File: config.mk
export PLATFORM = sky130hd
export DESIGN_NAME = link_top
export DESIGN_NICKNAME = d
export VERILOG_FILES = /design/src/logic/link_pkg.sv /design/src/logic/link_auto_sync.sv /design/src/logic/link_flit_pack.sv /design/src/logic/link_lane_map.sv /design/src/logic/link_top.sv
export VERILOG_INCLUDE_DIRS = /design/src /design/src/logic
export SDC_FILE = /design/constraint.sdc
export NUM_CORES = 1
export LEC_CHECK = 0
export BUFFER_PORTS_ARGS = -buffer_cell sky130_fd_sc_hd__buf_2
export CORE_MARGIN = 2
export CORE_UTILIZATION = 30
export DETAILED_ROUTE_END_ITERATION = 6
export MAX_ROUTING_LAYER = met4
export PLACE_DENSITY = 0.66
export SETUP_SLACK_MARGIN = 0.15
export SYNTH_ARGS = -nofsm -noshare
export SYNTH_HDL_FRONTEND = slang
export SYNTH_HIERARCHICAL = 1
export SYNTH_SLANG_ARGS = --single-unit
export TNS_END_PERCENT = 30
File: constraint.sdc
create_clock -name clk_wr -period 2.59 [get_ports clk_wr]
set_clock_uncertainty 0.2 [all_clocks]
set_input_delay 0.518 -clock clk_wr [delete_from_list [all_inputs] [get_ports clk_wr]]
set_output_delay 0.518 -clock clk_wr [all_outputs]
set_load 0.005 [all_outputs]
File: src/logic/link_settings.svh
`ifndef LINK_SETTINGS_SVH
`define LINK_SETTINGS_SVH

////////////////////
// Stream widths
////////////////////

// Upstream and downstream data bus
`define LINK_DATA_W 64

////////////////////
// PHY lanes
////////////////////

// Parallel lanes toward the PHY
`define LINK_LANES 4
// Flit bits carried by one lane
`define LINK_LANE_PAYLOAD_W 24
// Marker user bits per lane
`define LINK_MRK_W 2
// Online delay values
`define LINK_DELAY_W 16

// Whole flit striped across all lanes
`define LINK_FLIT_W (`LINK_LANES * `LINK_LANE_PAYLOAD_W)
// Payload plus strobe plus marker
`define LINK_LANE_W (`LINK_LANE_PAYLOAD_W + 1 + `LINK_MRK_W)

`endif

File: src/logic/link_pkg.sv
`include "link_settings.svh"

package link_pkg;

  ////////////////////
  // Stream fields
  ////////////////////

  typedef logic [`LINK_DATA_W-1:0] data_t;
  typedef logic [15:0]             crc_t;
  typedef logic [3:0]              state_t;
  typedef logic [1:0]              protid_t;

  // Link startup fields
  typedef logic [`LINK_MRK_W-1:0]   mrk_t;
  typedef logic [`LINK_DELAY_W-1:0] delay_t;

  // Flit bits carried by one lane
  typedef logic [`LINK_LANE_PAYLOAD_W-1:0] payload_t;

  // Unused flit bits above the qualifiers
  localparam int FLIT_PAD_W = `LINK_FLIT_W - $bits(data_t) - $bits(crc_t)
                              - $bits(state_t) - $bits(protid_t) - 3;

  // Flit layout, data at the LSB
  typedef struct packed {
    logic [FLIT_PAD_W-1:0] pad;
    logic                  valid;
    logic                  crc_valid;
    logic                  dvalid;
    protid_t               protid;
    state_t                state;
    crc_t                  crc;
    data_t                 data;
  } flit_t;

  // One PHY lane, payload at the LSB
  typedef struct packed {
    mrk_t     mrk;
    logic     stb;
    payload_t payload;
  } lane_t;

endpackage

File: src/logic/link_auto_sync.sv
`include "link_settings.svh"

module link_auto_sync #(
  // Keep marker bits on after tx_online_dly rises
  parameter bit PERSISTENT_MARKER = 1'b1,
  // Keep strobe bit on after tx_online_dly rises
  parameter bit PERSISTENT_STROBE = 1'b1
) (
  input  logic             clk_wr,
  input  logic             arst_n,

  // Raw online indications
  input  logic             tx_online,
  input  logic             rx_online,

  // Startup delays in clocks
  input  link_pkg::delay_t delay_x_value,
  input  link_pkg::delay_t delay_y_value,
  input  link_pkg::delay_t delay_z_value,

  // User bits for the lanes
  input  link_pkg::mrk_t   tx_mrk_userbit,
  input  logic             tx_stb_userbit,

  // Delayed online toward the lane mapper
  output logic             tx_online_dly,
  output logic             rx_online_dly,

  // Gated user bits toward the lane mapper
  output link_pkg::mrk_t   tx_auto_mrk,
  output logic             tx_auto_stb
);

  // One extra bit so y plus z never wraps
  localparam int CNT_W = `LINK_DELAY_W + 1;

  // Channel slots
  localparam int TX_CH = 0;
  localparam int RX_CH = 1;
  localparam int N_CH  = 2;

  logic [N_CH-1:0]  online_in;
  logic [CNT_W-1:0] target [N_CH];
  logic [CNT_W-1:0] cnt_q  [N_CH];
  logic             dly_q  [N_CH];

  logic             mrk_en;
  logic             stb_en;

  ////////////////////
  // Online delay
  ////////////////////

  assign online_in[TX_CH] = tx_online;
  assign online_in[RX_CH] = rx_online;

  // Tx waits for both y and z
  assign target[TX_CH] = CNT_W'(delay_y_value) + CNT_W'(delay_z_value);
  // Rx waits for word alignment only
  assign target[RX_CH] = CNT_W'(delay_x_value);

  for (genvar i = 0; i < N_CH; i++) begin : g_dly
    always_ff @(posedge clk_wr or negedge arst_n) begin
      if (!arst_n) begin
        cnt_q[i] <= '0;
        dly_q[i] <= 1'b0;
      end else if (!online_in[i]) begin
        // Drop straight away, start over next time
        cnt_q[i] <= '0;
        dly_q[i] <= 1'b0;
      end else if (cnt_q[i] >= target[i]) begin
        // Saturated, hold count
        dly_q[i] <= 1'b1;
      end else begin
        cnt_q[i] <= cnt_q[i] + 1'b1;
      end
    end
  end

  assign tx_online_dly = dly_q[TX_CH];
  assign rx_online_dly = dly_q[RX_CH];

  ////////////////////
  // Marker and strobe
  ////////////////////

  // Persistent bits follow tx_online
  // Others stop once the delayed online is up
  assign mrk_en = tx_online & (PERSISTENT_MARKER | ~dly_q[TX_CH]);
  assign stb_en = tx_online & (PERSISTENT_STROBE | ~dly_q[TX_CH]);

  always_ff @(posedge clk_wr or negedge arst_n) begin
    if (!arst_n) begin
      tx_auto_mrk <= '0;
      tx_auto_stb <= 1'b0;
    end else begin
      tx_auto_mrk <= mrk_en ? tx_mrk_userbit : '0;
      tx_auto_stb <= stb_en & tx_stb_userbit;
    end
  end

endmodule

File: src/logic/link_flit_pack.sv
module link_flit_pack (
  input  logic              clk_wr,
  input  logic              arst_n,

  // Upstream stream from the protocol stack
  input  link_pkg::state_t  ustrm_state,
  input  link_pkg::protid_t ustrm_protid,
  input  link_pkg::data_t   ustrm_data,
  input  logic              ustrm_dvalid,
  input  link_pkg::crc_t    ustrm_crc,
  input  logic              ustrm_crc_valid,
  input  logic              ustrm_valid,

  // Flit toward the lane mapper
  output link_pkg::flit_t   tx_flit,

  // Flit from the lane mapper
  input  link_pkg::flit_t   rx_flit,

  // Downstream stream to the protocol stack
  output link_pkg::state_t  dstrm_state,
  output link_pkg::protid_t dstrm_protid,
  output link_pkg::data_t   dstrm_data,
  output logic              dstrm_dvalid,
  output link_pkg::crc_t    dstrm_crc,
  output logic              dstrm_crc_valid,
  output logic              dstrm_valid
);

  import link_pkg::*;

  flit_t tx_raw;
  flit_t rx_clean;

  // Zero every field whose qualifier is low
  function automatic flit_t qualify(flit_t f);
    flit_t q;
    q = f;
    if (!f.dvalid) q.data = '0;
    if (!f.crc_valid) q.crc = '0;
    // Empty flit carries nothing at all
    if (!f.valid) q = '0;
    return q;
  endfunction

  ////////////////////
  // Transmit packing
  ////////////////////

  always_comb begin
    // Pad bits stay zero
    tx_raw           = '0;
    tx_raw.data      = ustrm_data;
    tx_raw.crc       = ustrm_crc;
    tx_raw.state     = ustrm_state;
    tx_raw.protid    = ustrm_protid;
    tx_raw.dvalid    = ustrm_dvalid;
    tx_raw.crc_valid = ustrm_crc_valid;
    tx_raw.valid     = ustrm_valid;
  end

  // No register here, lane mapper adds the cycle
  assign tx_flit = qualify(tx_raw);

  ////////////////////
  // Receive unpacking
  ////////////////////

  // Lane source is not trusted to clear fields
  assign rx_clean = qualify(rx_flit);

  always_ff @(posedge clk_wr or negedge arst_n) begin
    if (!arst_n) begin
      dstrm_state     <= '0;
      dstrm_protid    <= '0;
      dstrm_data      <= '0;
      dstrm_dvalid    <= 1'b0;
      dstrm_crc       <= '0;
      dstrm_crc_valid <= 1'b0;
      dstrm_valid     <= 1'b0;
    end else begin
      dstrm_state     <= rx_clean.state;
      dstrm_protid    <= rx_clean.protid;
      dstrm_data      <= rx_clean.data;
      dstrm_dvalid    <= rx_clean.dvalid;
      dstrm_crc       <= rx_clean.crc;
      dstrm_crc_valid <= rx_clean.crc_valid;
      dstrm_valid     <= rx_clean.valid;
    end
  end

endmodule

File: src/logic/link_lane_map.sv
`include "link_settings.svh"

module link_lane_map (
  input  logic            clk_wr,
  input  logic            arst_n,

  // Transmit flit and startup controls
  input  link_pkg::flit_t tx_flit,
  input  logic            tx_online_dly,
  input  link_pkg::mrk_t  tx_auto_mrk,
  input  logic            tx_auto_stb,

  // PHY transmit lanes
  output link_pkg::lane_t tx_phy0,
  output link_pkg::lane_t tx_phy1,
  output link_pkg::lane_t tx_phy2,
  output link_pkg::lane_t tx_phy3,

  // PHY receive lanes
  input  link_pkg::lane_t rx_phy0,
  input  link_pkg::lane_t rx_phy1,
  input  link_pkg::lane_t rx_phy2,
  input  link_pkg::lane_t rx_phy3,
  input  logic            rx_online_dly,

  // Reassembled receive flit
  output link_pkg::flit_t rx_flit
);

  import link_pkg::*;

  localparam int LANE_PW = `LINK_LANE_PAYLOAD_W;

  // Flit as a flat vector for slicing
  logic [`LINK_FLIT_W-1:0] tx_bits;
  logic [`LINK_FLIT_W-1:0] rx_bits;

  payload_t tx_payload   [`LINK_LANES];
  lane_t    tx_lane_q    [`LINK_LANES];
  lane_t    rx_lane      [`LINK_LANES];
  payload_t rx_payload_q [`LINK_LANES];

  ////////////////////
  // Transmit striping
  ////////////////////

  assign tx_bits = tx_flit;

  // Lane k takes flit bits from 24k upward
  always_comb begin
    for (int k = 0; k < `LINK_LANES; k++) begin
      // Idle lanes until the link is up
      tx_payload[k] = tx_online_dly ? tx_bits[k*LANE_PW +: LANE_PW] : '0;
    end
  end

  always_ff @(posedge clk_wr or negedge arst_n) begin
    if (!arst_n) begin
      for (int k = 0; k < `LINK_LANES; k++) begin
        tx_lane_q[k] <= '0;
      end
    end else begin
      for (int k = 0; k < `LINK_LANES; k++) begin
        tx_lane_q[k].payload <= tx_payload[k];
        // Same strobe and marker on every lane
        tx_lane_q[k].stb     <= tx_auto_stb;
        tx_lane_q[k].mrk     <= tx_auto_mrk;
      end
    end
  end

  assign tx_phy0 = tx_lane_q[0];
  assign tx_phy1 = tx_lane_q[1];
  assign tx_phy2 = tx_lane_q[2];
  assign tx_phy3 = tx_lane_q[3];

  ////////////////////
  // Receive reassembly
  ////////////////////

  assign rx_lane[0] = rx_phy0;
  assign rx_lane[1] = rx_phy1;
  assign rx_lane[2] = rx_phy2;
  assign rx_lane[3] = rx_phy3;

  // Strobe and marker are dropped here
  always_ff @(posedge clk_wr or negedge arst_n) begin
    if (!arst_n) begin
      for (int k = 0; k < `LINK_LANES; k++) begin
        rx_payload_q[k] <= '0;
      end
    end else begin
      for (int k = 0; k < `LINK_LANES; k++) begin
        rx_payload_q[k] <= rx_lane[k].payload;
      end
    end
  end

  // Join lane payloads back into one flit
  always_comb begin
    for (int k = 0; k < `LINK_LANES; k++) begin
      rx_bits[k*LANE_PW +: LANE_PW] = rx_payload_q[k];
    end
  end

  always_comb begin
    rx_flit = flit_t'(rx_bits);
    // Nothing is valid before rx word alignment
    if (!rx_online_dly) begin
      rx_flit.valid     = 1'b0;
      rx_flit.dvalid    = 1'b0;
      rx_flit.crc_valid = 1'b0;
    end
  end

endmodule

File: src/logic/link_top.sv
module link_top (
  input  logic              clk_wr,
  input  logic              arst_n,

  // Control
  input  logic              tx_online,
  input  logic              rx_online,

  // Startup configuration
  input  link_pkg::delay_t  delay_x_value,
  input  link_pkg::delay_t  delay_y_value,
  input  link_pkg::delay_t  delay_z_value,
  input  link_pkg::mrk_t    tx_mrk_userbit,
  input  logic              tx_stb_userbit,

  // PHY interconnect
  output link_pkg::lane_t   tx_phy0,
  output link_pkg::lane_t   tx_phy1,
  output link_pkg::lane_t   tx_phy2,
  output link_pkg::lane_t   tx_phy3,
  input  link_pkg::lane_t   rx_phy0,
  input  link_pkg::lane_t   rx_phy1,
  input  link_pkg::lane_t   rx_phy2,
  input  link_pkg::lane_t   rx_phy3,

  // Upstream channel
  input  link_pkg::state_t  ustrm_state,
  input  link_pkg::protid_t ustrm_protid,
  input  link_pkg::data_t   ustrm_data,
  input  logic              ustrm_dvalid,
  input  link_pkg::crc_t    ustrm_crc,
  input  logic              ustrm_crc_valid,
  input  logic              ustrm_valid,

  // Downstream channel
  output link_pkg::state_t  dstrm_state,
  output link_pkg::protid_t dstrm_protid,
  output link_pkg::data_t   dstrm_data,
  output logic              dstrm_dvalid,
  output link_pkg::crc_t    dstrm_crc,
  output logic              dstrm_crc_valid,
  output logic              dstrm_valid
);

  import link_pkg::*;

  ////////////////////
  // Interconnect
  ////////////////////

  flit_t tx_flit;
  flit_t rx_flit;
  logic  tx_online_dly;
  logic  rx_online_dly;
  mrk_t  tx_auto_mrk;
  logic  tx_auto_stb;

  // Startup sequencing, both user bits kept on
  link_auto_sync #(
    .PERSISTENT_MARKER (1'b1),
    .PERSISTENT_STROBE (1'b1)
  ) link_auto_sync_i (
    .clk_wr         (clk_wr),
    .arst_n         (arst_n),
    .tx_online      (tx_online),
    .rx_online      (rx_online),
    .delay_x_value  (delay_x_value),
    .delay_y_value  (delay_y_value),
    .delay_z_value  (delay_z_value),
    .tx_mrk_userbit (tx_mrk_userbit),
    .tx_stb_userbit (tx_stb_userbit),
    .tx_online_dly  (tx_online_dly),
    .rx_online_dly  (rx_online_dly),
    .tx_auto_mrk    (tx_auto_mrk),
    .tx_auto_stb    (tx_auto_stb)
  );

  // Stream fields to and from flits
  // No FIFO or credits, one flit per clock
  link_flit_pack link_flit_pack_i (
    .clk_wr          (clk_wr),
    .arst_n          (arst_n),
    .ustrm_state     (ustrm_state),
    .ustrm_protid    (ustrm_protid),
    .ustrm_data      (ustrm_data),
    .ustrm_dvalid    (ustrm_dvalid),
    .ustrm_crc       (ustrm_crc),
    .ustrm_crc_valid (ustrm_crc_valid),
    .ustrm_valid     (ustrm_valid),
    .tx_flit         (tx_flit),
    .rx_flit         (rx_flit),
    .dstrm_state     (dstrm_state),
    .dstrm_protid    (dstrm_protid),
    .dstrm_data      (dstrm_data),
    .dstrm_dvalid    (dstrm_dvalid),
    .dstrm_crc       (dstrm_crc),
    .dstrm_crc_valid (dstrm_crc_valid),
    .dstrm_valid     (dstrm_valid)
  );

  // Flits to and from PHY lanes
  link_lane_map link_lane_map_i (
    .clk_wr        (clk_wr),
    .arst_n        (arst_n),
    .tx_flit       (tx_flit),
    .tx_online_dly (tx_online_dly),
    .tx_auto_mrk   (tx_auto_mrk),
    .tx_auto_stb   (tx_auto_stb),
    .tx_phy0       (tx_phy0),
    .tx_phy1       (tx_phy1),
    .tx_phy2       (tx_phy2),
    .tx_phy3       (tx_phy3),
    .rx_phy0       (rx_phy0),
    .rx_phy1       (rx_phy1),
    .rx_phy2       (rx_phy2),
    .rx_phy3       (rx_phy3),
    .rx_online_dly (rx_online_dly),
    .rx_flit       (rx_flit)
  );

endmodule

==> results of run 1 <==
-- critical path: cells and delay by family --
family	cells	cell delay, ps
compound gates	8	1360
fa+ha+maj	3	830
buf+inv	2	270
simple gates	5	910
-- path summary, 6_finish.rpt --
| check | slack, ps | startpoint | to |
|---|---|---|---|
| max reg2reg | 0 | link_auto_sync_i/cnt_q[23] | link_auto_sync_i/cnt_q[33] |
| max in group asynchronous | 990 | arst_n | link_lane_map_i/tx_phy1[5] |
| min | 50 | tx_mrk_userbit[1] | link_auto_sync_i/tx_auto_mrk[1] |
| min reg2reg | 150 | link_auto_sync_i/tx_auto_mrk[1] | link_lane_map_i/tx_phy3[26] |
| max | -1030 | delay_y_value[0] | link_auto_sync_i/cnt_q[33] |
| min in group asynchronous | 320 | arst_n | link_flit_pack_i/dstrm_protid[1] |
-- repair_timing --
item                                   4_1_cts  5_1_grt
setup buffers                                2        2
setup endpoints to repair                   34       35
gates resized for setup                     24       57
pin swaps                                   35       34
cloned                                       1        0
hold buffers                                92        0
endpoints found under the hold margin      138        0
-- metrics by stage --
step                      total power, µW  util (%)  cell area (µm²)  instances
after floorplan                      5570         -            13100       1091
after global placement               5900      36.1            15600       2026
after detailed placement             5930      36.1            15600       2026
after CTS                           11500      41.5            17900       2184
after global routing                11800      42.3            18200       2191
final                               11300      42.3            18200       2192
-- final cells by class --
type                       count  area share [%]
antenna                        6          0.0824
clock buffer                  48            5.57
clock inverter                15            1.34
inverter                      31           0.639
multi-input combinational    590            24.1
sequential                   316            43.4
tap                          585            4.02
timing repair buffer         601            20.8
-- power by group through the flow --
stage	combinational [µW]	clock, µW	sequential, µW
final	962	5310	5050
after global routing	1080	5700	5050
after CTS	935	5490	5050
after detailed placement	793	0	5140
after global placement	769	0	5130
after floorplan	430	0	5140
-- registers in the layout (all words and copies together) (netlist names) --
name / cells
link_auto_sync_i/rx_online_dly: 1
link_auto_sync_i/tx_auto_mrk: 2
link_flit_pack_i/dstrm_crc: 16
link_auto_sync_i/cnt_q: 34
link_flit_pack_i/dstrm_protid: 2
link_flit_pack_i/dstrm_valid: 1
link_flit_pack_i/dstrm_crc_valid: 1
link_lane_map_i/rx_flit: 86
link_lane_map_i/rx_bits: 3
link_lane_map_i/tx_phy2: 24
link_auto_sync_i/tx_auto_stb: 1
link_lane_map_i/tx_phy1: 24
link_flit_pack_i/dstrm_state: 4
link_lane_map_i/tx_phy3: 27
link_flit_pack_i/dstrm_dvalid: 1
link_lane_map_i/tx_phy0: 24
link_flit_pack_i/dstrm_data: 64
link_auto_sync_i/tx_online_dly: 1
-- placed cells by master, fill, tap and decap left out, types with 15 or more instances in the layout --
cell type and instances:
clkbuf_16 35, and2_1 120, nand2_1 25, a21oi_1 22, buf_2 427, dfrtp_1 315
buf_4 66, ha_1 41, nand3_1 17, and3_1 154, dlygate4sd3_1 92, a21oi_2 20
inv_1 30, nor2_1 16, o21ai_0 15
-- per-layer routing --
metal	GRT usage (%)	vias up	wire length (µm)
li1	-	4562	-
met1	18.0	4724	14500
met2	27.0	339	17700
met3	4.41	59	2780
met4	5.18	0	830
met5	-	-	0
==> impl_results.md, run 1 <==
* Final GP Congestion at 0.827
* Die height at 213 µm
* Pleak at 0.0100 µW
* Area of the multi-input gates at 0.00439 mm²
* Yosys warns at 6
* Port Buf Inserts at 429
* Switching Power at 2530 µW
* Fin crit share at 140%
* Final WL at 35800 µm
* Drc violations at 0
* GRT Overall Usage at 15.9%
* Placeable Area at 0.0431 mm²
* F_max at 276 MHz
* Hold_ws at ~46 ps
* RSZ-0062 raised after global routing: true
* Max incr delay on CP at 420 ps
* Final Hold Viols at 0
* PwrDens at between 600 and 700 mW/mm²
* Via Count at 9684
* Synthesized instance count at around 1100
* Fraction of layout instances using a drive strength above 1 at 40.7%
* Status: finished, violations left
* DR vias/cell at 4.42
* Routed wire length per instance at 16.3 µm
* Switch share at 22.4%
* Clk pwr share at a little under half
* # rows at 76
* Setup crit end kind: register
* Drt pass-1 iters at 4
* Gr ovfl total at 0
* Max-cap violations at 0
* Syn Area/Cell at 12.1 µm²
* Global-route wire length before repair at 54400 µm
* Int Power at 8790 µW
* Comb power frac at 8.5%
* Worst Path Required at 2840 ps
* Crit-path max FO at 6
* HP Class: in2reg
* CTS tree: yes
* Largest net degree at the start of global routing at 66
* Clk buf depth at 3
* Nets at 1879
* Setup crit start kind: input pin
* Cts bufs inserted at 35
* H-Tree Depth at 2
* Flop pwr share at approximately 45%
* # fillers at 3988
* CP most frequent cell: a21oi_2
* Setup violators final at 18
* Die area at 0.0453 mm²
* DRT iter0 DRCs at 650
* Netlist Area Pre-Place at 0.0131 mm²
* Worst-Margin Slew at 744 ps
* Final setup margin at -1030 ps
* # clock sinks at 316
* Die W at 213 µm
* Max-slew violation count at 0
* Total negative slack at -16290 ps
* Worst Path Class, Setup: in2reg
* R2R depth at 9
* Slew headroom at roughly half
* Initial Utilization at 30.4%
* Failing checks: setup timing
* Worst-path cell chain: buf_8 -> ha_4 -> fa_2 -> a21oi_2 -> nand4b_1 -> a21oi_2 -> o21ai_2 -> nor2b_4 -> o21ai_2 -> a31oi_2 -> ha_2 -> nand2_2 -> nor2_2 -> a2111oi_4 -> o21ai_4 -> buf_6 -> or4_4 -> a21oi_2
* Clock-pin slew on the worst setup and hold paths at 60 ps
* Worst skew pair latency at 530 ps
* Register Area at approximately 0.008 mm²
* Post-route ant nets at 0
* Vias in the first global route at 10200
* Crit-path slowest cell: or4_4
* Worst Path Arrival at 3880 ps
* P&R area growth vs syn at 39.1%
* WHS Path Cells at 2
* DP HPWL at 24600 µm
* Maximum vdd drop at 0.000431 V
* Post-Place Worst Slack at -1700 ps
* Clk root buf: clkbuf_16
* Initial antenna violation count at 5
* Number of I/O pins at 449
* Min Tclk post-route at about 3600 ps
No activity file was read; power rests on OpenSTA's default activity.
==> run 2, diff against run 1 <==
Settings changed: CORE_ASPECT_RATIO set to 0.7, PLACE_DENSITY 0.66 to 0.56.
==> impl_results.md, run 2 (synthesis results as in run 1) <==
* PwrDens at 603 mW/mm² (-3.1%)
* Placeable Area at 0.0427 mm² (-0.82%)
* Worst Path Arrival at 3940 ps (+60 ps)
* Max-cap violations at 0 (unchanged)
* Most frequent cells in the layout: buf_2 (426), dfrtp_1 (315), and3_1 (154)
* Min Tclk post-route at 3690 ps (+67.2 ps)
* RSZ-0062 raised after global routing: true
* Max-slew violation count at 0 (unchanged)
* Pleak at 0.0100 µW (-0.22%)
* Setup crit end kind: register
* Fraction of layout instances using a drive strength above 1 at 39.9% (-0.85 points)
* Max incr delay on CP at 410 ps (about the same)
* Worst Path Class, Setup: in2reg
* Slew headroom at 59.8% (+9.4 points)
* DR vias/cell at 4.32 (-2.2%)
* # rows at 63 (-17%)
* Port Buf Inserts at 429 (unchanged)
* Register Area at 0.00791 mm² (unchanged)
* # fillers at 4086 (+2.5%)
* Clk buf depth at 3 (unchanged)
* Met3 Use GR at 3.53% (-0.88 points)
* Total power at 10900 µW (-4.1%)
* Crit-path max FO at 4 (-2)
* Final Hold Viols at 0 (unchanged)
* Max reg flops at 86 (unchanged)
* Crit-path slowest cell: or4_4
* Maximum vdd drop at 0.000391 V (-9.4%)
* DRT iter0 DRCs at 423 (-35%)
* Final GP Congestion at 0.825 (-0.23%)
* Vias in the first global route at 9617 (-5.6%)
* DP HPWL at 24200 µm (-1.8%)
* Fin crit share at 143% (+2.6 points)
* Via Count at 9490 (-2.0%)
* Die W at 254 µm (+19%)
* Failing checks: setup timing
* Most common cell after layout, fill and taps aside: buf_2
* Setup violators final at 19 (+1)
* # clock sinks at 316 (unchanged)
* Nets at 1889 (+0.53%)
* Final WL at 34500 µm (-3.6%)
* Worst-path cell chain: buf_6 -> ha_4 -> fa_2 -> a21oi_2 -> nand4b_1 -> a21oi_2 -> o21ai_2 -> nor2b_4 -> o21ai_2 -> xnor2_1 -> ha_1 -> buf_4 -> nand4_2 -> nor2_2 -> a2111oi_4 -> o21ai_4 -> buf_4 -> or4_4 -> a21oi_2
* Routed wire length per instance at 15.7 µm (-3.8%)
* Worst Path Required at 2830 ps (about the same)
* Gr ovfl total at 0 (unchanged)
* Clock-pin slew on the worst setup and hold paths at 70 ps (about the same)
* GR peak layer: met2
* CTS tree: yes
* Clk root buf: clkbuf_16
* Initial antenna violation count at 1 (-4)
* GRT Overall Usage at 15.3% (-0.57 points)
* P&R area growth vs syn at 37.6%
* Number of I/O pins at 449 (unchanged)
* Area of the multi-input gates at 0.00425 mm² (-3.2%)
* Fin util at 42.2% (-0.12 points)
* Global-route wire length before repair at 52700 µm (-3.1%)
* Total negative slack at -18430 ps (-2140 ps)
* Status: finished, violations left
* Cts bufs inserted at 34 (-2.9%)
* Drt pass-1 iters at 4 (unchanged)
* Die area at 0.0453 mm² (about the same)
* H-Tree Depth at 2 (unchanged)
* Die height at 179 µm (-16%)
* Largest net degree at the start of global routing at 64 (-3.0%)
* Post-route ant nets at 0 (unchanged)
* Drc violations at 0 (unchanged)
* F_max at 271 MHz (-1.8%)
* Worst-Margin Slew at 604 ps (-141 ps)
* Grt met2 use at 25.5% (-1.5 points)
* CP most frequent cell: a21oi_2
* Final setup margin at -1100 ps (-67.2 ps)
* Setup crit start kind: input pin
* Initial Utilization at 30.6% (+0.25 points)
* HP Class: in2reg
* Worst skew pair latency at 520 ps (about the same)
* Met1 Resource Use GR at 19.0% (+0.93 points)
==> run 2: worst max-delay path: cells and delay by family <==
kind	cells	cell delay, ps
AND/OR/NAND/NOR	5	930
AO/OA/AOI/OAI	7	1090
XOR/XNOR	1	140
adder cells (fa/ha/maj)	3	850
buffers and inverters	3	400
==> run 2: cell type report <==
type	count	share of cell area [%]
flip-flops and latches	316	43.9
repair buffers	612	21.6
well taps	585	4.06
clock inverters	19	1.11
multi-input cells	590	23.6
inverters	31	0.646
clock buffers	42	5.11
diodes	1	0.0139
==> run 2: where the power goes <==
group	internal, µW	switching [µW]	total (µW)
Combinational	500	449	950
Clock	2780	2090	4870
Sequential	5020	22.7	5040
Total	8300	2560	10900
==> run 2: path summary, 6_finish.rpt <==
check | from | end | slack, ps | depth (start not counted)
hold / removal | tx_mrk_userbit[1] | link_auto_sync_i/tx_auto_mrk[1] | 70 | 2
setup reg to reg | link_auto_sync_i/cnt_q[23] | link_auto_sync_i/cnt_q[33] | -120 | 9
min in group asynchronous | arst_n | link_flit_pack_i/dstrm_data[54] | 330 | 2
setup / recovery | delay_y_value[0] | link_auto_sync_i/cnt_q[33] | -1100 | 19
max in group asynchronous | arst_n | link_flit_pack_i/dstrm_data[6] | 1130 | 3
hold reg to reg | link_auto_sync_i/tx_auto_mrk[0] | link_lane_map_i/tx_phy3[25] | 140 | 0
==> run 2: metal layers <==
metal / part of all wire [%] / up-vias
li1: - / 4570
met1: 42 / 4623
met2: 50 / 255
met3: 6.1 / 42
met4: 1.6 / 0
met5: 0 / -
==> run 2: through the flow <==
stage	instance area (µm²)	worst slack (ps)	cells	hold slack, ps
2_1_floorplan	13100	-1320	1091	22.4
3_3_place_gp	15600	-1710	2033	136
3_5_place_dp	15600	-1780	2033	138
4_1_cts	17900	-1040	2192	48.4
5_1_grt	18000	-1240	2196	60.3
6_report	18000	-1100	2196	69.1
==> run 2: what timing repair did <==
item / 4_1_cts / 5_1_grt
endpoints found under the setup margin: 36 / 36
buffers inserted: 6 / 3
hold buffers: 92 / 0
hold endpoints to repair: 140 / 0
resized for setup: 29 / 23
pin swaps: 21 / 4
